## config.mk

```make
export PLATFORM = sky130hd
export DESIGN_NAME = security_chip
export DESIGN_NICKNAME = d
export VERILOG_FILES = /design/src/design/bus_pkg.sv /design/src/design/security_chip.sv
export VERILOG_INCLUDE_DIRS = /design/src /design/src/design
export SDC_FILE = /design/constraint.sdc
export NUM_CORES = 1
export LEC_CHECK = 0
export BUFFER_PORTS_ARGS = -buffer_cell sky130_fd_sc_hd__buf_4
export CORE_MARGIN = 2
export CORE_UTILIZATION = 47
export CTS_BUF_LIST = sky130_fd_sc_hd__clkbuf_4
export DETAILED_ROUTE_END_ITERATION = 10
export PLACE_DENSITY = 0.78
export SYNTH_ARGS = -nofsm -noshare
export SYNTH_HDL_FRONTEND = slang
export SYNTH_SLANG_ARGS = --single-unit
export TNS_END_PERCENT = 10
```

## constraint.sdc

```tcl
create_clock -name clk -period 2.6 [get_ports clk]
set_input_delay 0.26 -clock clk [delete_from_list [all_inputs] [get_ports clk]]
set_output_delay 0.26 -clock clk [all_outputs]
set_load 0.02 [all_outputs]
```

## src/design/popeye_defs.svh

```systemverilog
`ifndef POPEYE_DEFS_SVH
`define POPEYE_DEFS_SVH

// CPU side
`define POPEYE_ADDR_W   16

// Game ROM, 32 KB
`define POPEYE_ROM_AW   15

// Work RAM, 2 KB
`define POPEYE_RAM_AW   11

// Sprite DMA sees the upper 1 KB only
`define POPEYE_DMA_AW   10

// Blank edges before the CPU gets reset
`define POPEYE_WD_LIMIT 16

`endif

```

## src/design/bus_pkg.sv

```systemverilog
package bus_pkg;

`include "popeye_defs.svh"

// Z80 address, scrambled or plain
typedef logic [`POPEYE_ADDR_W-1:0] cpu_addr_t;

typedef logic [7:0] byte_t;

typedef logic [`POPEYE_ROM_AW-1:0] rom_addr_t;
typedef logic [`POPEYE_RAM_AW-1:0] ram_addr_t;
typedef logic [`POPEYE_DMA_AW-1:0] dma_addr_t;

endpackage

```

## src/design/security_chip.sv

```systemverilog
`timescale 1ns/1ps

module security_chip
    import bus_pkg::*;
(
    input  logic  clk,
    input  logic  rst_n,
    input  logic  cpu_cen,
    input  logic  sec_cs,
    input  logic  rd_n,
    input  logic  wr_n,
    input  logic  a0,
    input  byte_t din,
    output byte_t dout
);

logic [15:0] shreg;
logic [15:0] shifted;
logic [2:0]  shamt;
logic        last_wr_n;

// Each write acts once, however long the CPU holds it
always_ff @(posedge clk or negedge rst_n) begin
    if (!rst_n) begin
        shreg     <= 16'd0;
        shamt     <= 3'd0;
        last_wr_n <= 1'b1;
    end else if (cpu_cen) begin
        last_wr_n <= wr_n;
        if (sec_cs && !wr_n && last_wr_n) begin
            if (a0)
                shamt <= din[2:0];
            else
                shreg <= {din, shreg[15:8]};   // New byte enters at the top
        end
    end
end

assign shifted = shreg << shamt;

always_comb begin
    dout = 8'h00;
    if (sec_cs && !rd_n)
        dout = a0 ? {5'd0, shamt} : shifted[15:8];
end

endmodule

```

==> results.yml <==
yosys:
  synth.distinct_cells: 28
  ys_ff_latch: 19
  syn_area_mm2: 0.00118
  syn_nets: 112
  syn_inst: 97
  syn_avg_cell_area_um2: 12.2
  synth_warnings: 0
  ys_seq_area_frac: 0.403
floorplan:
  core_area_mm2: 0.00243
  fp-row-count: 18
  initial_core_util: 0.486
  die-width_um: 54.2
  die_h_um: 54.2
  io-pin-count: 23
  die-area_mm2: 0.00293
power:
  power_density_mw_per_mm2: 769
  max-vdd-ir-drop_v: 0.000459
  p_leak_nw: 0.631
setup_path:
  path_class: "reg2out"
  start_kind: "register"
  worstPathMaxFanout: 17
  endpoint_kind: "output port"
  required_ns: 2.34
  arrival_ns: 2.01
detailed_routing:
  drtPass1Iterations: 4
  totalWireLength_um: 2260
  avgRoutedWirePerCell_um: 15.2
  route.antenna.remaining_nets: 0
  vias: 843
  routed_via_density: 5.66
  dr.first_iter.drc_count: 18
  drc: 0
sta:
  relSlewSlack: 0.686
  layout_setup_ws_ns: 0.334
  period_share: 0.871
  rsz0062_at_grt: "no"
  max_slew.worst_pin.slew_ns: 0.471
  fin_worst_skew_ns: 0.00116
  fin_tns_setup_ns: 0
  max_freq_mhz: 441
  finalSetupViolCount: 0
  hold_violations: 0
  period_needed_ns: 2.27
  drv_slew: 0
layout:
  drive_gt1_frac: 0.370
  num-fill-cells: 195
  n_antenna_cell: 0
  multi_input_area_um2: 648
  register_area_um2: 478
  nets: 135
  areaGrowthSynthToFinish_pct: 16.8
global_route:
  grt.met3_usage: 0.0250
  grt.overflow.total: 0
  antenna_found_initial: 0
  grt_pass1_vias: 773
  met1_usage: 0.258
  grt_pass1_wl_um: 3720
  grt_use_met2: 0.275
  top_usage_layer: "met2"
  grt_max_degree: 20
  grtUsageTotal: 0.179
clock_tree:
  clock-sinks: 19
  cts_tree: "yes"
  root_buffer: "clkbuf_4"
  cts_buffer_depth: 2
  cts_setup_buffers: 0
  htree_levels: 1
  path_clk_slew_ns: 0.10
  insertion_delay_ns: 0.30
  cts_buffers: 3
place:
  dpl.hpwl_um: 1720
  place.gp.congestion: 0.893
  portBuffers: 22
  place_ws_ns: 0.472
run_status:
  outcome: "finished clean"
hold_path:
  hp-class: "in2reg"
flow_run:
  cap_viol_max_count: 0
==> critical path, stage by stage (launching register included) <==
cell and delay, ns:
dfrtp_2 0.63, mux2_1 0.39, a21o_1 0.19, a221oi_1 0.28
nor2_1 0.07, buf_4 0.16
==> synth_stat cells, drive strengths merged <==
cell    number  area share
nand3        1      0.0042
mux2        21        0.20
nor2         8       0.028
a21o         1      0.0064
dfstp        1       0.022
a221oi       1      0.0074
nand2b       3       0.016
dfrtp       18        0.38
o31a         1      0.0074
nor4         1      0.0053
nand2        3      0.0095
nor2b        3       0.016
or2          1      0.0053
mux2i       15        0.13
a21oi        2      0.0085
buf          7       0.049
nand4        1      0.0053
o21ai        1      0.0042
nor3         2      0.0085
a211o        1      0.0074
nand3b       1      0.0064
mux4         4       0.076
==> final cells by class <==
cell class | instances | share of cell area
clock inverters | 1 | 0.00362
well taps | 30 | 0.0272
flip-flops and latches | 19 | 0.346
repair buffers | 25 | 0.138
clock buffers | 3 | 0.0163
multi-input cells | 71 | 0.469
==> layout by cell type, fill, tap and decap left out, types with 2 or more instances in the layout <==
cell type	instances
clkbuf_4	3
dfrtp_1	17
buf_4	24
nor2_1	7
nand2_1	3
mux2_1	13
a21oi_1	2
nor3_1	2
mux2_2	8
nand2b_1	3
mux4_2	4
nor2b_1	3
mux2i_1	15
==> cell families (layout without fill, tap and decap cells) <==
logic type             Yosys count  in the layout  synth area share
and+or+nand+nor                 24             24             0.104
muxes                           40             40             0.403
buffers and inverters            7             29            0.0487
DFF                             19             19             0.403
AOI/OAI and AO/OA                7              7            0.0413
==> sequential cells by signal, indices dropped and copies added, names as in the netlist <==
name and cells:
shreg 15, last_wr_n 1, shamt 3
==> repair_timing <==
action | 4_1_cts | 5_1_grt
setup endpoints to repair | 0 | 3
resized for setup | 0 | 1
endpoints found under the hold margin | 18 | 0
hold buffers | 1 | 0
==> metal layers <==
layer | part of all wire | vias to the layer above
met5 | 0 | -
met4 | 0.0088 | 0
met3 | 0.042 | 2
met2 | 0.51 | 26
met1 | 0.44 | 414
li1 | - | 401
==> through the flow <==
stage,power (mW),utilization,hold WS [ns],cell area (µm²),instances
after floorplan,0.819,-,-0.0356,1180,97
after global placement,0.889,0.552,0.137,1340,144
after detailed placement,0.914,0.552,0.141,1340,144
after CTS,1.06,0.567,0.163,1380,149
after global routing,1.14,0.568,0.151,1380,149
final,1.06,0.568,0.171,1380,149
==> path summary, 6_finish.rpt <==
check	startpoint	to	slack, ns	cells past startpoint
max in group asynchronous	rst_n	last_wr_n	1.94	2
worst max-delay path	shamt[1]	dout[0]	0.33	5
worst min-delay path	din[4]	shreg[12]	0.17	2
worst max register to register	last_wr_n	shreg[1]	1.01	5
min in group asynchronous	rst_n	shreg[7]	0.39	2
worst min register to register	shreg[2]	shreg[2]	0.52	1
==> power by group <==
| part | internal, mW | switching [mW] | total, mW |
|---|---|---|---|
| combinational | 0.246 | 0.175 | 0.421 |
| clock | 0.0573 | 0.0900 | 0.147 |
| sequential | 0.378 | 0.116 | 0.494 |
Power figures use the tool's default switching activity.
