### src/design/popeye_defs.svh
`ifndef POPEYE_DEFS_SVH
`define POPEYE_DEFS_SVH

// CPU side
`define POPEYE_ADDR_W   16

// Game ROM, 32 KB
`define POPEYE_ROM_AW   15

// Work RAM, 2 KB
`define POPEYE_RAM_AW   11

// Sprite DMA sees the upper 1 KB only
`define POPEYE_DMA_AW   10

// Blank edges before the CPU gets reset
`define POPEYE_WD_LIMIT 16

`endif

### src/design/bus_pkg.sv
package bus_pkg;

`include "popeye_defs.svh"

// Z80 address, scrambled or plain
typedef logic [`POPEYE_ADDR_W-1:0] cpu_addr_t;

typedef logic [7:0] byte_t;

typedef logic [`POPEYE_ROM_AW-1:0] rom_addr_t;
typedef logic [`POPEYE_RAM_AW-1:0] ram_addr_t;
typedef logic [`POPEYE_DMA_AW-1:0] dma_addr_t;

endpackage

### src/design/addr_unscramble.sv
`timescale 1ns/1ps

module addr_unscramble
    import bus_pkg::*;
(
    input  logic      encrypted,
    input  cpu_addr_t cpu_addr,
    input  byte_t     rom_data,
    output cpu_addr_t ad,
    output rom_addr_t rom_addr,
    output byte_t     rom_good
);

always_comb begin
    if (encrypted) begin
        ad[2:0]   = ~cpu_addr[2:0];
        ad[3]     = ~cpu_addr[4];
        ad[4]     = ~cpu_addr[5];
        ad[5]     = ~cpu_addr[9];
        ad[6]     =  cpu_addr[3];
        ad[7]     =  cpu_addr[6];
        ad[8]     =  cpu_addr[7];
        ad[9]     =  cpu_addr[8];
        ad[15:10] =  cpu_addr[15:10];   // Upper bits untouched
        // ROM bytes are stored with their bits swapped
        rom_good  = {rom_data[3], rom_data[4], rom_data[2], rom_data[5],
                     rom_data[1], rom_data[6], rom_data[0], rom_data[7]};
    end else begin
        ad       = cpu_addr;
        rom_good = rom_data;
    end
end

// 32 KB ROM window
assign rom_addr = ad[$bits(rom_addr_t)-1:0];

endmodule

### config.mk
export PLATFORM = sky130hd
export DESIGN_NAME = addr_unscramble
export DESIGN_NICKNAME = d
export VERILOG_FILES = /design/src/design/bus_pkg.sv /design/src/design/addr_unscramble.sv
export VERILOG_INCLUDE_DIRS = /design/src /design/src/design
export SDC_FILE = /design/constraint.sdc
export NUM_CORES = 1
export LEC_CHECK = 0
export BUFFER_PORTS_ARGS = -buffer_cell sky130_fd_sc_hd__buf_2
export CAP_MARGIN = 5
export CELL_PAD_IN_SITES_DETAIL_PLACEMENT = 0
export CELL_PAD_IN_SITES_GLOBAL_PLACEMENT = 2
export CORE_ASPECT_RATIO = 0.75
export CORE_MARGIN = 2
export CORE_UTILIZATION = 14
export DETAILED_ROUTE_END_ITERATION = 8
export MAX_ROUTING_LAYER = met4
export PLACE_DENSITY_LB_ADDON = 0.1
export SLEW_MARGIN = 30
export SYNTH_ARGS = -nofsm -noshare
export SYNTH_HDL_FRONTEND = slang
export SYNTH_SLANG_ARGS = --single-unit
### constraint.sdc
create_clock -name vclk -period 2.3
set_input_delay 0.575 -clock vclk [all_inputs]
set_output_delay 0.575 -clock vclk [all_outputs]
set_load 0.02 [all_outputs]
==> results of run 1 <==
stage by stage:
stage               total power (W)  worst slack [ps]
finish                     0.000153               252
global route               0.000163               164
CTS                        0.000155               217
detailed placement         0.000155               218
global placement           0.000158               195
floorplan                  0.000150               198
layer usage:
layer  up-vias  global-route usage [%]  wire length, um
li1        169                       -                -
met1       147                    4.26              321
met2        30                    7.50              414
met3         8                   0.448              162
met4         0                    1.70               32
met5         -                       -                0
worst max-delay path: cells and delay by family:
kind      cells  cell delay (ps)
buf+inv       3              730
xor+xnor      1              170
path summary, 6_finish.rpt:
path,cells past startpoint,from,end,slack (ps)
max,4,encrypted,rom_addr[0],250
min,0,cpu_addr[15],ad[15],1150
cell type report:
cell class / instances / area (um^2) / share of cell area (%)
tap: 36 / 45.0 / 8.89
timing repair buffer: 48 / 243 / 47.9
inverter: 2 / 7.51 / 1.48
multi-input combinational: 18 / 211 / 41.7
report_power, final:
group          switching [W]  internal, W
clock                      0            0
sequential                 0            0
combinational      0.0000889    0.0000636
logic make-up after synthesis:
logic type  after synthesis  share of synthesized area (%)
xor+xnor                  3                           6.44
buf+inv                  25                           48.2
mux                      15                           45.4
cell usage after synthesis:
library cell,n
buf_4,21
mux2_2,8
mux2_4,5
xor2_1,3
inv_1,2
mux2i_1,2
buf_12,1
buf_6,1
==> flow_metrics.py, run 1 <==
metrics = {
    "finish": {
        "layout_commonest_cell": "buf_2",
        "instances_no_fill": 104,
        "final.fill_count": 313,
        "syn_to_final_growth_pct": 24.2,
        "clockBufferCount": 0,
        "final_cell_mix": "buf_2, mux2_2, mux2_4",
        "final_util_pct": 18.9,
        "seq_area_um2": 0,
        "diodes": 0,
        "design_area_um2": 507,
        "seq_cells": 0,
        "nets": 95,
        "drive_gt1_share_pct": 89.7,
    },
    "synthesis": {
        "yosysSeqAreaShare_pct": 0,
        "postSynthCellCount": 43,
        "ys.warnings.count": 0,
        "synth_cell_type_count": 8,
        "synth_top_area_share_pct": 38.7,
        "synth_fp_nets": 68,
        "synth.avg_cell_area_um2": 9.49,
        "yosys.area.top_type": "buf_4",
        "syn-cell-area_um2": 408,
        "yosys-top-cells-area": "buf_4, mux2_2, mux2_4",
    },
    "sta": {
        "max_freq_mhz": 488,
        "min_period_ps": 2050,
        "tns_ps": 0,
        "finalCritPeriodShare_pct": 89.1,
        "whs_ps": 1150,
        "setup_viol": 0,
        "slew_violations": 0,
        "slew_headroom_pct": 74.5,
        "worst_slew_pin_slew_ps": 383,
        "hold_violations": 0,
        "rsz0062_at_grt": "no",
    },
    "global_routing": {
        "grt_use_total_pct": 4.02,
        "grt_max_degree": 17,
        "grt_first_pass_wirelength_um": 1100,
        "grt_overflow": 0,
        "antenna_found_initial": 0,
        "grt_pass1_vias": 259,
    },
    "route": {
        "vias": 354,
        "route.antenna.remaining_nets": 0,
        "routedWlPerCell_um": 8.95,
        "firstDrtPassIters": 2,
        "vias_per_cell": 3.40,
        "drc": 0,
        "wl_um": 931,
        "drtIter0Drc": 1,
    },
    "clock_network": {
        "cts_resized": 0,
        "cts_setup_buffers": 0,
        "cts-hold-fix-buffers": 0,
    },
    "status": {
        "status": "finished clean",
    },
    "floorplanning": {
        "ios": 64,
        "start_util_pct": 15.2,
        "core_area_um2": 2680,
        "rows": 16,
        "die_h_um": 50.7,
        "die_area_um2": 3370,
        "die_w_um": 66.3,
    },
    "critical_path": {
        "slowest_stage": "buf_2",
        "cp-start-kind": "input pin",
        "cp.arrival_ps": 1470,
        "cp-end-kind": "output port",
        "crit_chain": "buf_2 -> buf_4 -> xor2_1 -> buf_2",
        "worstSetupPathType": "in -> out",
        "crit_fanout": 16,
        "cp_slowest_stage_delay_ps": 330,
        "cpMostUsedCell": "buf_2",
        "crit_required_ps": 1730,
    },
    "placement": {
        "port_buffers": 47,
        "dp_hpwl_um": 839,
        "dpl_cell_area_um2": 507,
        "place_congestion": 0.544,
        "dp_cells": 104,
    },
    "pwr": {
        "p_leak_nw": 0.297,
        "ir_drop_v": 0.0000614,
        "p_per_area_nw_per_um2": 301,
    },
    "run": {
        "drv_cap": 0,
    },
    "hold_path": {
        "min_path_type": "in -> out",
    },
}
Power figures use the tool's default switching activity.
==> run 2: changes to the inputs <==
==> constraint.sdc (replaced) <==
create_clock -name vclk -period 2.3
set_input_delay 0.23 -clock vclk [all_inputs]
set_output_delay 0.23 -clock vclk [all_outputs]
set_load 0.02 [all_outputs]
==> run 2 against run 1 <==
  * Utilization shrank 0.28 points
  * Non-clock buffer count shrank 1
  * Cell area shrank 1.5%
  * Clock-buffer cell count is the same
  * Die area is the same
  * Fmax grew 46%
  * Routed wire length grew 2.8%
  * Worst setup slack gained 640 ps
  * Via count shrank 3.1%
  * Largest cell class unchanged
  * Sequential share of layout area is the same
  * Global-route usage grew 0.29 points
==> flow_metrics.py, run 2 (synthesis gave the netlist of run 1 again) <==
metrics = {
    "status": {
        "status": "finished clean",
    },
    "sta": {
        "min_period_ps": 1410,
        "hold_violations": 0,
        "whs_ps": 460,
        "tns_ps": 0,
        "max_freq_mhz": 712,
        "rsz0062_at_grt": "no",
        "worst_slew_pin_slew_ps": 466,
        "slew_violations": 0,
        "finalCritPeriodShare_pct": 61.1,
        "slew_headroom_pct": 68.9,
        "fin_ws_ps": 895,
        "setup_viol": 0,
    },
    "floorplanning": {
        "ios": 64,
        "die_w_um": 66.3,
        "start_util_pct": 15.2,
        "core_area_um2": 2680,
        "rows": 16,
        "die_area_um2": 3370,
        "die_h_um": 50.7,
    },
    "pwr": {
        "clockPowerShare_pct": 0,
        "internal_power_w": 0.0000625,
        "power.total_w": 0.000151,
        "sw_frac_of_total_pct": 58.7,
        "ir_drop_v": 0.0000622,
        "p_per_area_nw_per_um2": 303,
        "combPwrFrac_pct": 100.0,
        "power_frac_seq_pct": 0,
        "p_leak_nw": 0.293,
        "p_sw_w": 0.0000889,
    },
    "route": {
        "vias": 343,
        "drc": 0,
        "drtIter0Drc": 1,
        "firstDrtPassIters": 2,
        "routedWlPerCell_um": 9.29,
        "wl_um": 957,
        "route.antenna.remaining_nets": 0,
        "vias_per_cell": 3.33,
    },
    "global_routing": {
        "grt_max_degree": 19,
        "grt_use_total_pct": 4.30,
        "grt_first_pass_wirelength_um": 1170,
        "grt_pass1_vias": 258,
        "antenna_found_initial": 0,
        "grt_overflow": 0,
    },
    "hold_path": {
        "hold_start": "cpu_addr[15]",
        "min_path_type": "in -> out",
    },
    "critical_path": {
        "crit_required_ps": 2070,
        "crit_fanout": 18,
        "cp-end-kind": "output port",
        "cp.arrival_ps": 1180,
        "cp-start-kind": "input pin",
        "startpoint": "encrypted",
        "worstSetupPathType": "in -> out",
    },
    "placement": {
        "dp_slack_ps": 889,
        "port_buffers": 47,
        "dpl_cell_area_um2": 499,
        "dp_hpwl_um": 854,
        "place_congestion": 0.532,
    },
    "finish": {
        "nets": 94,
        "final_cell_mix": "buf_2, mux2_2, mux2_4",
        "diodes": 0,
        "clockBufferCount": 0,
        "drive_gt1_share_pct": 89.6,
        "syn_to_final_growth_pct": 22.4,
        "layout_commonest_cell": "buf_2",
        "seq_area_um2": 0,
        "final.fill_count": 321,
        "seq_cells": 0,
        "design_area_um2": 499,
    },
    "clock_network": {
        "cts_setup_buffers": 0,
        "cts_resized": 0,
        "cts-hold-fix-buffers": 0,
    },
    "run": {
        "drv_cap": 0,
    },
}
==> run 2: changes by cell type in the layout (fill, tap and decap cells not counted) <==
cell / previous run / this run
buf_4: 1 / 0
==> run 2: worst paths after layout <==
path / cells past startpoint / end / slack [ps]
setup / recovery: 3 / rom_addr[9] / 890
hold / removal: 0 / ad[15] / 460
==> run 2: area by class of cell <==
type	count	area (um^2)	share of cell area, %
Timing Repair Buffer	47	235	47.1
Multi-Input combinational cell	18	211	42.4
Tap cell	36	45.0	9.02
Inverter	2	7.51	1.50
==> run 2: worst max-delay path, stage by stage <==
cell	delay, ps
buf_2	380
mux2_2	400
buf_2	160
==> run 2: metal layers <==
metal / vias to the layer above / track usage, % / part of all wire (%)
met5: - / - / 0
met4: 0 / 1.70 / 3.3
met2: 30 / 7.33 / 42
met3: 8 / 0.673 / 20
met1: 138 / 5.05 / 35
li1: 167 / - / -
==> run 2: power by group through the flow <==
stage,Clock (W),Combinational (W),Sequential [W]
final,0,0.000151,0
after global routing,0,0.000162,0
after CTS,0,0.000154,0
after detailed placement,0,0.000154,0
after global placement,0,0.000156,0
after floorplan,0,0.000150,0
==> run 2: through the flow <==
step | utilization (%) | std cells
6_report | 18.6 | 103
5_1_grt | 18.6 | 103
4_1_cts | 18.6 | 103
3_3_place_gp | 18.6 | 103
2_1_floorplan | - | 43
3_5_place_dp | 18.6 | 103
==> run 3: changes to the inputs <==
Settings changed: ABC_AREA from default to 1, CORE_UTILIZATION 14 to 13.
Clock period 2.3 ns to 1.4 ns, I/O delays scaled along.
==> run 3 against run 2 <==
  * Worst setup slack lost 590 ps
  * Routed wire length grew 33%
  * Global-route usage grew 1.1 points
  * Area after synthesis grew 19%
  * Cell area grew 18%
  * Final cell count grew 55%
  * Clock-buffer cell count is the same
  * Synthesized cell count grew 98%
  * Critical endpoint is now ad[9]
  * Utilization shrank 2.4 points
  * First-iteration DRC count grew to 13 times the previous value
  * Die area grew 26%
==> flow_metrics.py, run 3 <==
metrics = {
    "route": {
        "firstDrtPassIters": 4,
        "vias": 500,
        "routedWlPerCell_um": 7.94,
        "wl_um": 1270,
        "vias_per_cell": 3.13,
        "drtIter0Drc": 13,
        "route.antenna.remaining_nets": 0,
        "drc": 0,
    },
    "floorplanning": {
        "rows": 19,
        "die_w_um": 74.7,
        "start_util_pct": 13.5,
        "die_h_um": 57.0,
        "core_area_um2": 3610,
        "die_area_um2": 4250,
        "ios": 64,
    },
    "critical_path": {
        "cp.arrival_ps": 950,
        "crit_required_ps": 1260,
        "crit_end": "ad[9]",
        "cp-end-kind": "output port",
        "crit_fanout": 19,
        "startpoint": "encrypted",
        "worstSetupPathType": "in -> out",
        "cp-start-kind": "input pin",
    },
    "finish": {
        "syn_to_final_growth_pct": 20.6,
        "multi_input_area_um2": 253,
        "seq_area_um2": 0,
        "drive_gt1_share_pct": 63.0,
        "final.fill_count": 463,
        "diodes": 0,
        "seq_cells": 0,
        "final_cell_mix": "buf_2, nand2_1, nand2_2",
        "nets": 135,
        "clockBufferCount": 0,
        "layout_commonest_cell": "buf_2",
    },
    "hold_path": {
        "min_path_type": "in -> out",
    },
    "global_routing": {
        "grt_first_pass_wirelength_um": 1850,
        "grt_use_total_pct": 5.36,
        "grt_pass1_vias": 434,
        "grt_overflow": 0,
        "antenna_found_initial": 0,
        "grt_max_degree": 20,
    },
    "synthesis": {
        "ys.warnings.count": 0,
        "synth_fp_nets": 110,
        "yosysSeqAreaShare_pct": 0,
        "synth.avg_cell_area_um2": 5.73,
        "synth_cell_type_count": 7,
        "postSynthCellCount": 85,
        "synth_top_area_share_pct": 32.4,
        "synthTopCellsByCount": "nand2_1, buf_4, nand2_2",
        "syn-cell-area_um2": 487,
        "yosys.area.top_type": "buf_4",
        "yosys-top-cells-area": "buf_4, nand2_1, nand2_2",
        "synth.most_common_cell": "nand2_1",
    },
    "sta": {
        "rsz0062_at_grt": "no",
        "setup_viol": 0,
        "slew_violations": 0,
        "worst_slew_pin_slew_ps": 419,
        "hold_violations": 0,
        "slew_headroom_pct": 72.1,
        "min_period_ps": 1090,
        "finalCritPeriodShare_pct": 78.2,
        "max_freq_mhz": 913,
        "tns_ps": 0,
    },
    "pwr": {
        "p_per_area_nw_per_um2": 439,
        "ir_drop_v": 0.0000629,
        "power.total_w": 0.000257,
        "p_leak_nw": 0.390,
    },
    "placement": {
        "port_buffers": 47,
        "place_congestion": 0.585,
    },
    "status": {
        "status": "finished clean",
    },
    "clock_network": {
        "cts_resized": 0,
        "cts_setup_buffers": 0,
        "cts-hold-fix-buffers": 0,
    },
    "run": {
        "drv_cap": 0,
    },
}
-- run 3: worst min-delay path by stage --
stage / to / depth (start not counted) / slack (ps) / from
global route: ad[15] / 0 / 280 / cpu_addr[15]
global placement: ad[10] / 0 / 280 / cpu_addr[10]
CTS: ad[10] / 0 / 280 / cpu_addr[10]
floorplan: ad[10] / 1 / 390 / cpu_addr[10]
finish: ad[15] / 0 / 280 / cpu_addr[15]
detailed placement: ad[10] / 0 / 280 / cpu_addr[10]
-- run 3: cell type report --
class | count | area share [%]
multi-input combinational | 54 | 43.1
inverter | 7 | 5.76
tap | 52 | 11.1
timing repair buffer | 47 | 40.1
-- run 3: cells by family (layout without fill, tap and decap cells) --
family | after synthesis | count (layout) | synth area share (%)
AND/OR/NAND/NOR | 54 | 54 | 51.9
buffers and inverters | 31 | 54 | 48.1
-- run 3: worst max-delay path, stage by stage --
cell and delay [ps]:
buf_2 350, inv_8 140, nand2_1 80, nand2_1 70, buf_2 160
-- run 3: through the flow --
stage	util (%)	instance area, um^2	std cells	hold WS, ps	setup WS [ps]
2_1_floorplan	-	487	85	393	467
3_3_place_gp	16.2	587	160	280	306
3_5_place_dp	16.2	587	160	280	290
4_1_cts	16.2	587	160	280	285
5_1_grt	16.2	587	160	280	206
6_report	16.2	587	160	280	305
-- run 3: layer usage --
layer	global-route usage, %	share of wire [%]	wire length [um]
met4	0	0	0
met2	8.98	46	589
met3	0.177	5.7	72
met1	7.69	48	608
met5	-	0	0
-- run 3: power by group --
| part | switching (W) | internal (W) | total [W] |
|---|---|---|---|
| clock | 0 | 0 | 0 |
| combinational | 0.000169 | 0.0000879 | 0.000257 |
| sequential | 0 | 0 | 0 |
| total | 0.000169 | 0.0000879 | 0.000257 |
