`src/design/popeye_defs.svh`:
```
`ifndef POPEYE_DEFS_SVH
`define POPEYE_DEFS_SVH

// CPU side
`define POPEYE_ADDR_W   16

// Game ROM, 32 KB
`define POPEYE_ROM_AW   15

// Work RAM, 2 KB
`define POPEYE_RAM_AW   11

// Sprite DMA sees the upper 1 KB only
`define POPEYE_DMA_AW   10

// Blank edges before the CPU gets reset
`define POPEYE_WD_LIMIT 16

`endif

```
`src/design/bus_pkg.sv`:
```
package bus_pkg;

`include "popeye_defs.svh"

// Z80 address, scrambled or plain
typedef logic [`POPEYE_ADDR_W-1:0] cpu_addr_t;

typedef logic [7:0] byte_t;

typedef logic [`POPEYE_ROM_AW-1:0] rom_addr_t;
typedef logic [`POPEYE_RAM_AW-1:0] ram_addr_t;
typedef logic [`POPEYE_DMA_AW-1:0] dma_addr_t;

endpackage

```
`src/design/nmi_watchdog.sv`:
```
`timescale 1ns/1ps

`include "popeye_defs.svh"

module nmi_watchdog
    import bus_pkg::*;
(
    input  logic      clk,
    input  logic      rst_n,
    input  logic      cpu_cen,
    input  logic      mreq_n,
    input  logic      rfsh_n,
    input  cpu_addr_t ad,
    input  logic      vb,
    output logic      nmi_n,
    output logic      cpu_rst_n
);

localparam int WD_CW = $clog2(`POPEYE_WD_LIMIT);

logic             rfsh_mreq;
logic             rfsh_l;
logic             rfsh_rise;
logic             vb_l;
logic             vb_rise;
logic             nmi_en;
logic             cpu_ok;
logic [WD_CW-1:0] wd_cnt;
logic             wd_rst;
logic [1:0]       rst_sync;

assign rfsh_mreq = ~rfsh_n & ~mreq_n;
assign rfsh_rise = rfsh_mreq & ~rfsh_l;
assign vb_rise   = vb & ~vb_l;

//////////////////////////////
// Refresh latches and NMI
always_ff @(posedge clk or negedge rst_n) begin
    if (!rst_n) begin
        rfsh_l <= 1'b0;
        vb_l   <= 1'b0;
        nmi_en <= 1'b0;
        cpu_ok <= 1'b1;
        nmi_n  <= 1'b1;
    end else if (cpu_cen) begin
        rfsh_l <= rfsh_mreq;
        vb_l   <= vb;
        if (rfsh_rise) begin
            nmi_en <= ad[9];
            cpu_ok <= ad[5];
        end
        if (!nmi_en)
            nmi_n <= 1'b1;        // Disabled, NMI released
        else if (vb_rise)
            nmi_n <= 1'b0;
    end
end

//////////////////////////////
// Watchdog
always_ff @(posedge clk or negedge rst_n) begin
    if (!rst_n) begin
        wd_cnt <= '0;
        wd_rst <= 1'b0;
    end else if (nmi_en || cpu_ok) begin
        wd_cnt <= '0;
        wd_rst <= 1'b0;
    end else if (cpu_cen && vb_rise && !wd_rst) begin
        wd_cnt <= wd_cnt + 1'b1;
        if (wd_cnt == WD_CW'(`POPEYE_WD_LIMIT - 1))
            wd_rst <= 1'b1;       // Sticks until the game kicks it
    end
end

// Two flops down to the CPU reset pin
always_ff @(posedge clk or negedge rst_n) begin
    if (!rst_n)
        rst_sync <= 2'b11;
    else
        rst_sync <= {rst_sync[0], ~wd_rst};
end

assign cpu_rst_n = rst_sync[1];

endmodule

```
`config.mk`:
```
export PLATFORM = sky130hd
export DESIGN_NAME = nmi_watchdog
export DESIGN_NICKNAME = d
export VERILOG_FILES = /design/src/design/bus_pkg.sv /design/src/design/nmi_watchdog.sv
export VERILOG_INCLUDE_DIRS = /design/src /design/src/design
export SDC_FILE = /design/constraint.sdc
export NUM_CORES = 1
export LEC_CHECK = 0
export BUFFER_PORTS_ARGS = -buffer_cell sky130_fd_sc_hd__buf_4
export CAP_MARGIN = 30
export CORE_AREA = 2 2 53 42
export CTS_CLUSTER_SIZE = 30
export DETAILED_ROUTE_END_ITERATION = 6
export DIE_AREA = 0 0 55 44
export PLACE_DENSITY_LB_ADDON = 0.3
export REMOVE_ABC_BUFFERS = 1
export SYNTH_ARGS = -nofsm -noshare
export SYNTH_HDL_FRONTEND = slang
export SYNTH_SLANG_ARGS = --single-unit
```
`constraint.sdc`:
```
create_clock -name clk -period 1.49 [get_ports clk]
set_clock_uncertainty 0.2 [all_clocks]
set_input_delay 0.2235 -clock clk [delete_from_list [all_inputs] [get_ports clk]]
set_output_delay 0.2235 -clock clk [all_outputs]
set_load 0.01 [all_outputs]
```
==> results of run 1 <==
[layer usage]
metal	up-vias	share of wire (%)
met5	-	0
met4	0	0
met3	0	4.1
met2	6	42
met1	176	53
li1	191	-
[power by group]
group | switching (mW) | internal (mW)
Clock | 0.102 | 0.148
Combinational | 0.0534 | 0.0657
Sequential | 0.0310 | 0.361
[through the flow]
step | util [%] | total power [mW] | hold WS [ns]
floorplan | - | 0.4469 | -0.2721
global placement | 33.31 | 0.5045 | -0.1276
detailed placement | 33.31 | 0.5061 | -0.1279
CTS | 38.31 | 0.7787 | 0.008043
global route | 38.31 | 0.8193 | 0.01181
finish | 38.31 | 0.7612 | 0.02170
[state kept, by name (all words and copies together), names as in the netlist]
register / cells
cpu_ok: 1
nmi_en: 1
rst_sync: 2
wd_cnt: 4
nmi_n: 1
vb_l: 1
rfsh_l: 1
wd_rst: 1
[worst max path at each step]
stage,to,cells past startpoint
finish,wd_cnt[2],3
global route,wd_cnt[2],3
CTS,wd_cnt[2],3
detailed placement,nmi_en,3
global placement,nmi_en,3
floorplan,wd_cnt[2],3
[logic make-up after synthesis]
kind of cell,after synthesis,synth area share (%)
buffers and inverters,4,2.777
xor gates and xnor gates,1,1.621
adders and majority gates,1,2.314
DFF,12,56.48
and+or+nand+nor,14,16.90
AOI/OAI and AO/OA,5,9.955
muxes,5,9.953
[cells in the final DEF (no fill, tap or decap), drive strengths merged]
cell / synthesis / routed
o31ai: 1 / 1
nor3: 3 / 3
nor3b: 1 / 1
a2111oi: 1 / 1
nor4: 1 / 1
and4bb: 1 / 1
dlygate4sd3: 0 / 6
buf: 0 / 10
or3: 1 / 1
mux2i: 2 / 2
o21ai: 2 / 2
inv: 3 / 3
nand2: 3 / 3
clkbuf: 1 / 4
nor2: 1 / 1
xnor2: 1 / 1
dfstp: 4 / 4
nand3: 1 / 1
ha: 1 / 1
nand3b: 1 / 1
dfrtp: 8 / 8
nand4: 1 / 1
mux2: 3 / 3
a31o: 1 / 1
[critical path: cells and delay by family, from the launching register on]
kind | cells | cell delay, ns
fa+ha+maj | 1 | 0.27
compound gates | 2 | 0.44
flops | 1 | 0.41
[final cells by class]
cell class | instances | area [um^2]
clock buffer | 4 | 36.28
fill | 198 | 1189
inverter | 3 | 11.26
multi-input combinational | 26 | 220.2
sequential | 12 | 305.3
tap | 24 | 30.03
timing repair buffer | 16 | 135.1
==> impl_metrics.yaml, run 1 <==
min_path:
  min_to: "vb_l"
  holdCritPathClass: "input pin to flop"
  hp-start: "cpu_cen"
  hold_path_depth: 2
setup_path:
  r2r_setup_slack_ns: 0.11
  cpPeakStageDelay_ns: 0.41
  crit_type: "flop to flop"
  reg2regPathDepth: 3
  crit_path_start_kind: "flop"
  r2r-end: "wd_cnt[2]"
  crit_start: "wd_cnt[0]"
  cp_cell_sequence: "ha_1 -> a2111oi_4 -> a31o_1"
  cp-end-kind: "flop"
  cp_slowest_cell: "dfrtp_1"
  reg2reg_from: "wd_cnt[0]"
  worstPathMaxFanout: 3
  cp.arrival_ns: 1.38
  cp.required_ns: 1.49
floorplan:
  start_util_pct: 28.05
  ios: 24
  core_area_um2: 1927
  fp.dieArea_um2: 2420
  die_w_um: 55
  core.rowCount: 14
  die_h_um: 44
logic_synthesis:
  synthCells: 42
  synth_area_leaders: "dfrtp_1 37%, dfstp_2 19%, mux2_1 6.2%"
  synth_top_area_share_pct: 37.04
  ys_types: 23
  yosys-top-cells-count: "8 x dfrtp_1, 4 x dfstp_2, 3 x mux2_1, 3 x nand2_1, 3 x nor3_1"
  synth.avg_cell_area_um2: 12.87
  syn-cell-area_um2: 540.5
  ys_seq_area_share_pct: 56.48
  ys_seq_elements: 12
  synth-async-reset-ratio_pct: 100.0
  ys.flop_type: "dfrtp_1"
  yosysMostFrequentCell: "dfrtp_1"
  yosys.area.top_type: "dfrtp_1"
  synth-edff-count: 0
  ys_warn_count: 0
clock_network:
  cts_root_buf: "clkbuf_4"
  cts_setup_buffers: 0
  cts_tree: "done"
  post_cts_resized: 0
  htree_levels: 1
  numCtsBuffers: 3
  holdBufCountCts: 6
  clkSlewWorstSetupHoldPaths_ns: 0.08
  clock_path_buffers: 2
  cts.sinks: 12
  insertion_delay_ns: 0.27
placed_design:
  placed_cells_incl_taps: 75
  dpl_cell_area_um2: 641.9
  gp_congestion: 0.7155
  pre_cts_slack_ns: 0.1342
  hpwl_um: 652.5
  placement.io_buffers: 9
grt:
  use_met3_pct: 6.207
  grt_max_degree: 13
  grt_pass1_wl_um: 1642
  grt_pass1_vias: 355
  grt.overflow.total: 0
  grt_use_met1_pct: 12.90
  grtUsageMet2_pct: 13.81
  antenna_found_initial: 0
  busiest_layer: "met2"
  grt_usage_pct: 9.986
power_and_ir_drop:
  cellLeakagePower_nw: 0.3127
  max-vdd-ir-drop_uv: 745.8
  p_per_area_nw_per_um2: 1031
detailed_routing:
  vias: 373
  drt-initial-drc-count: 1
  totalWireLength_um: 906
  viasPerCell: 4.388
  wl_per_cell_um: 10.66
  ant_nets: 0
  drc: 0
  dr.pass1.iters: 2
final_layout:
  fin_cells: 85
  nets: 85
  fin_area_um2: 738.2
  layout-drive-gt1-share_pct: 36.07
  diodes: 0
  area_growth_pct: 36.57
timing:
  post-route-period-util_pct: 92.37
  report.final.setup_viol: 0
  hold_violations: 0
  worst_pin_slew_ns: 0.2857
  finalMaxSlewViolations: 0
  fin_tns_setup_ns: 0
  min_period_ns: 1.376
  grt_setup_unrepaired: "no"
  max_freq_mhz: 726.5
  finalWorstSetupSlack_ns: 0.1136
  max_slew_margin_pct: 80.79
run_status:
  outcome: "complete, no violations"
run:
  cap_violations: 0
No activity file was read; power rests on OpenSTA's default activity.
==> run 2: changes to the inputs <==
Settings changed: GPL_TIMING_DRIVEN from default to 0.
Clock period 1.49 ns to 1.66 ns, I/O delays scaled along.
==> run 2 against run 1 <==
  * First-iteration DRC count increased to 4.0 times the previous value
  * Highest routed layer is now met4
  * Via count increased by 0.27%
  * Sequential share of layout area increased by 1.0 points
  * Largest power group unchanged
==> impl_metrics.yaml, run 2 (synthesized netlist as in run 1, its figures left out) <==
detailed_routing:
  totalWireLength_um: 917
  vias: 374
  viasPerCell: 4.506
  ant_nets: 0
  wl_per_cell_um: 11.05
  dr.pass1.iters: 4
  drc: 0
  drt-initial-drc-count: 4
timing:
  finalMaxSlewViolations: 0
  hold_violations: 0
  min_period_ns: 1.640
  max_freq_mhz: 609.6
  grt_setup_unrepaired: "no"
  report.final.setup_viol: 0
  post-route-period-util_pct: 98.82
  worst_pin_slew_ns: 0.3425
  fin_tns_setup_ns: 0
  max_slew_margin_pct: 77.17
floorplan:
  ios: 24
  die_h_um: 44
  fp.dieArea_um2: 2420
  die_w_um: 55
  start_util_pct: 28.05
  core.rowCount: 14
  core_area_um2: 1927
placed_design:
  dpl_cell_area_um2: 634.4
  hpwl_um: 661
  gp_congestion: 0.6980
  placed_cells_incl_taps: 74
  placement.io_buffers: 9
clock_network:
  insertion_delay_ns: 0.27
  post_cts_resized: 0
  clkSlewWorstSetupHoldPaths_ns: 0.07
  cts.sinks: 12
  htree_levels: 1
  clock_path_buffers: 2
  numCtsBuffers: 3
  cts_tree: "done"
  cts_root_buf: "clkbuf_4"
grt:
  grt.overflow.total: 0
  grt_max_degree: 13
  antenna_found_initial: 0
  grt_usage_pct: 9.866
  grt_pass1_vias: 364
  grt_pass1_wl_um: 1559
final_layout:
  fin_cells: 83
  nets: 83
  top_register: "wd_cnt"
  layout_common_cells: "9 x buf_4, 8 x dfrtp_1, 5 x dlygate4sd3_1"
  mostFrequentLayoutCell: "buf_4"
  largest_register_ff_count: 4
  diodes: 0
  area_growth_pct: 33.33
  layout-drive-gt1-share_pct: 35.59
  fin_area_um2: 720.7
  reg_top3: "wd_cnt x4, rst_sync x2"
run_status:
  outcome: "complete, no violations"
setup_path:
  crit_type: "input pin to flop"
  r2r_setup_slack_ns: 0.29
  cp.required_ns: 1.62
  worstPathMaxFanout: 2
  cp.arrival_ns: 1.60
  reg2reg_from: "wd_cnt[0]"
  crit_start: "mreq_n"
  reg2regPathDepth: 3
  crit_path_start_kind: "input pin"
  r2r-end: "wd_cnt[2]"
  cp-end-kind: "flop"
power_and_ir_drop:
  cellLeakagePower_nw: 0.3036
  max-vdd-ir-drop_uv: 424.8
  p_per_area_nw_per_um2: 939.6
min_path:
  hold_path_depth: 2
  holdCritPathClass: "input pin to flop"
  hp-start: "vb"
  min_to: "vb_l"
run:
  cap_violations: 0
[run 2: layout make-up]
cell class / instances / area [um^2]
fill: 203 / 1206
sequential: 12 / 305.3
multi-input combinational: 26 / 220.2
timing repair buffer: 14 / 117.6
clock buffer: 4 / 36.28
tap: 24 / 30.03
inverter: 3 / 11.26
[run 2: worst max path at each step]
stage / endpoint / slack [ns] / depth (start not counted)
2_1_floorplan: wd_cnt[2] / 0.36 / 3
3_3_place_gp: nmi_en / 0.28 / 3
3_5_place_dp: nmi_en / 0.28 / 3
4_1_cts: nmi_en / 0.02 / 4
5_1_grt: nmi_en / 0.02 / 4
6_report: nmi_en / 0.02 / 4
[run 2: what timing repair did]
item	4_1_cts	5_1_grt
hold buffers	5	0
endpoints found under the setup margin	0	0
hold endpoints to repair	15	0
setup buffers	0	0
[run 2: metal layers]
| layer | vias up | global-route usage, % | wire length (um) |
|---|---|---|---|
| met4 | 0 | 4.390 | 8 |
| met2 | 10 | 14.05 | 407 |
| li1 | 184 | - | - |
| met1 | 178 | 11.04 | 447 |
| met5 | - | 0 | 0 |
| met3 | 2 | 7.241 | 54 |
[run 2: critical path, cell delays in order]
cell	delay [ns]
dlygate4sd3_1	0.53
buf_4	0.14
nor4_2	0.33
mux2_1	0.35
[run 2: power by group]
part	leakage (nW)	total, mW	internal, mW	switching [mW]
combinational	0.134	0.0847	0.0504	0.0342
clock	0.0210	0.230	0.133	0.0968
sequential	0.148	0.362	0.323	0.0389
[run 2: stage by stage]
stage / hold WS, ns / total power [mW] / setup WS [ns] / utilization [%]
2_1_floorplan: -0.2466 / 0.4011 / 0.3594 / -
3_3_place_gp: -0.1020 / 0.4434 / 0.2799 / 32.92
3_5_place_dp: -0.1027 / 0.4465 / 0.2784 / 32.92
4_1_cts: 0.007683 / 0.6914 / 0.02190 / 37.40
5_1_grt: 0.002494 / 0.7202 / 0.02461 / 37.40
6_report: 0.01685 / 0.6771 / 0.01952 / 37.40
==> run 3: changes to the inputs <==
Settings changed: CELL_PAD_IN_SITES_DETAIL_PLACEMENT from default to 0, CELL_PAD_IN_SITES_GLOBAL_PLACEMENT from default to 1.
==> run 3 against run 2 <==
  * Register-to-register slack is essentially flat
  * Clock power shrank 27%
  * Cell count shrank 1.2%
  * Design area shrank 1.9%
  * Sequential power is essentially flat
  * Critical endpoint is now wd_cnt[3]
  * Sequential share of layout area grew 0.82 points
  * Core utilization shrank 0.71 points
  * Maximum frequency grew 20%
  * Via count shrank 1.1%
  * Worst hold slack gained 0.011 ns
  * Count of clock-buffer cells in the layout shrank 1
  * Critical path depth shrank 1
==> impl_metrics.yaml, run 3 (synthesized netlist as in run 1, its figures left out) <==
setup_path:
  crit_type: "flop to flop"
  r2r-end: "wd_cnt[3]"
  r2r_setup_slack_ns: 0.29
  cp.required_ns: 1.61
  reg2reg_from: "vb_l"
  crit_path_start_kind: "flop"
  cpPeakStageDelay_ns: 0.40
  cp_cell_sequence: "and4bb_4 -> nand4_1 -> mux2i_1"
  cp-end-kind: "flop"
  cp_slowest_cell: "and4bb_4"
  worstPathMaxFanout: 5
  cp.arrival_ns: 1.32
  reg2regPathDepth: 3
clock_network:
  htree_levels: 1
  numCtsBuffers: 3
  cts_tree: "done"
  cts.sinks: 12
  insertion_delay_ns: 0.26
  clock_path_buffers: 2
  cts_root_buf: "clkbuf_4"
  clkSlewWorstSetupHoldPaths_ns: 0.07
detailed_routing:
  drt-initial-drc-count: 7
  wl_per_cell_um: 11.57
  totalWireLength_um: 949
  vias: 370
  ant_nets: 0
  dr.pass1.iters: 4
  drc: 0
  viasPerCell: 4.512
grt:
  grt.overflow.total: 0
  grt_pass1_wl_um: 1649
  grt_pass1_vias: 356
  grt_usage_pct: 9.937
  grt_max_degree: 13
  antenna_found_initial: 0
power_and_ir_drop:
  p_per_area_nw_per_um2: 869.7
  pwr-share-clk_pct: 27.2
  switchingPower_mw: 0.1570
  seqPwrFrac_pct: 59.0
  p_total_mw: 0.6148
  p_comb_share_pct: 13.8
  cellLeakagePower_nw: 0.2964
  p_int_mw: 0.4579
  netSwitchingFraction_pct: 25.53
  max-vdd-ir-drop_uv: 437.8
final_layout:
  diodes: 0
  layout-drive-gt1-share_pct: 34.48
  num-fill-cells: 208
  reg_top3: "wd_cnt x4, rst_sync x2"
  area_growth_pct: 30.79
  mostFrequentLayoutCell: "buf_4"
  nets: 83
  top_register: "wd_cnt"
  layout_common_cells: "9 x buf_4, 8 x dfrtp_1, 5 x dlygate4sd3_1"
  fin_cells: 82
  largest_register_ff_count: 4
timing:
  grt_setup_unrepaired: "no"
  max_slew_margin_pct: 78.56
  report.final.setup_viol: 0
  max_freq_mhz: 730.5
  worst_pin_slew_ns: 0.3216
  finalWorstSetupSlack_ns: 0.2911
  fin_tns_setup_ns: 0
  min_period_ns: 1.369
  post-route-period-util_pct: 82.47
  finalMaxSlewViolations: 0
  hold_ws_ns: 0.02801
  hold_violations: 0
placed_design:
  gp_congestion: 0.6682
  pre_cts_slack_ns: 0.2562
  hpwl_um: 697.4
  placed_cells_incl_taps: 74
  placement.io_buffers: 9
floorplan:
  core.rowCount: 14
  die_w_um: 55
  core_area_um2: 1927
  ios: 24
  start_util_pct: 28.05
  die_h_um: 44
  fp.dieArea_um2: 2420
run_status:
  outcome: "complete, no violations"
min_path:
  hold_path_depth: 2
  holdCritPathClass: "input pin to flop"
  min_to: "vb_l"
  hp-start: "vb"
run:
  cap_violations: 0
==> run 3: cell count changes in the layout (fill, tap and decap cells not counted) <==
cell,delta
clkbuf_8,-1
==> run 3: worst max-delay path by stage <==
stage           start        end
2_1_floorplan    vb_l  wd_cnt[2]
3_3_place_gp   mreq_n     nmi_en
3_5_place_dp   mreq_n     nmi_en
4_1_cts         nmi_n      nmi_n
5_1_grt          vb_l  wd_cnt[1]
6_report         vb_l  wd_cnt[3]
==> run 3: layer usage <==
metal / GRT usage [%] / share of wire (%) / vias to the layer above
met1: 12.77 / 48 / 177
met4: 0 / 0 / 0
li1: - / - / 186
met5: 0 / 0 / -
met3: 6.207 / 4.1 / 0
met2: 15.24 / 48 / 7
==> run 3: what timing repair did <==
action                                 4_1_cts  5_1_grt
setup buffers                                0        0
endpoints found under the hold margin       15        0
hold buffers                                 5        0
resized for setup                            0        0
==> run 3: area by class of cell <==
class                   instances  area (um^2)  area share (%)
inverters                       3        11.26           1.593
clock buffers                   3        22.52           3.186
well taps                      24        30.03           4.248
flip-flops and latches         12        305.3           43.19
repair buffers                 14        117.6           16.64
multi-input cells              26        220.2           31.15
==> run 3: power groups by stage <==
stage          combinational [mW]  clock, mW  sequential, mW
6_report                   0.0849      0.167           0.362
5_1_grt                    0.0967      0.196           0.367
4_1_cts                    0.0862      0.181           0.364
3_5_place_dp               0.0770          0           0.370
3_3_place_gp               0.0751          0           0.370
2_1_floorplan              0.0401          0           0.361
==> run 3: worst max-delay path: cells and delay by family, from the launching register on <==
family | cells | cell delay (ns)
mux | 1 | 0.14
simple gates | 2 | 0.54
flops | 1 | 0.38
==> run 3: stage by stage <==
stage | cell area, um^2 | utilization (%)
finish | 706.9 | 36.69
CTS | 706.9 | 36.69
detailed placement | 634.4 | 32.92
global route | 706.9 | 36.69
global placement | 634.4 | 32.92
floorplan | 536.8 | -
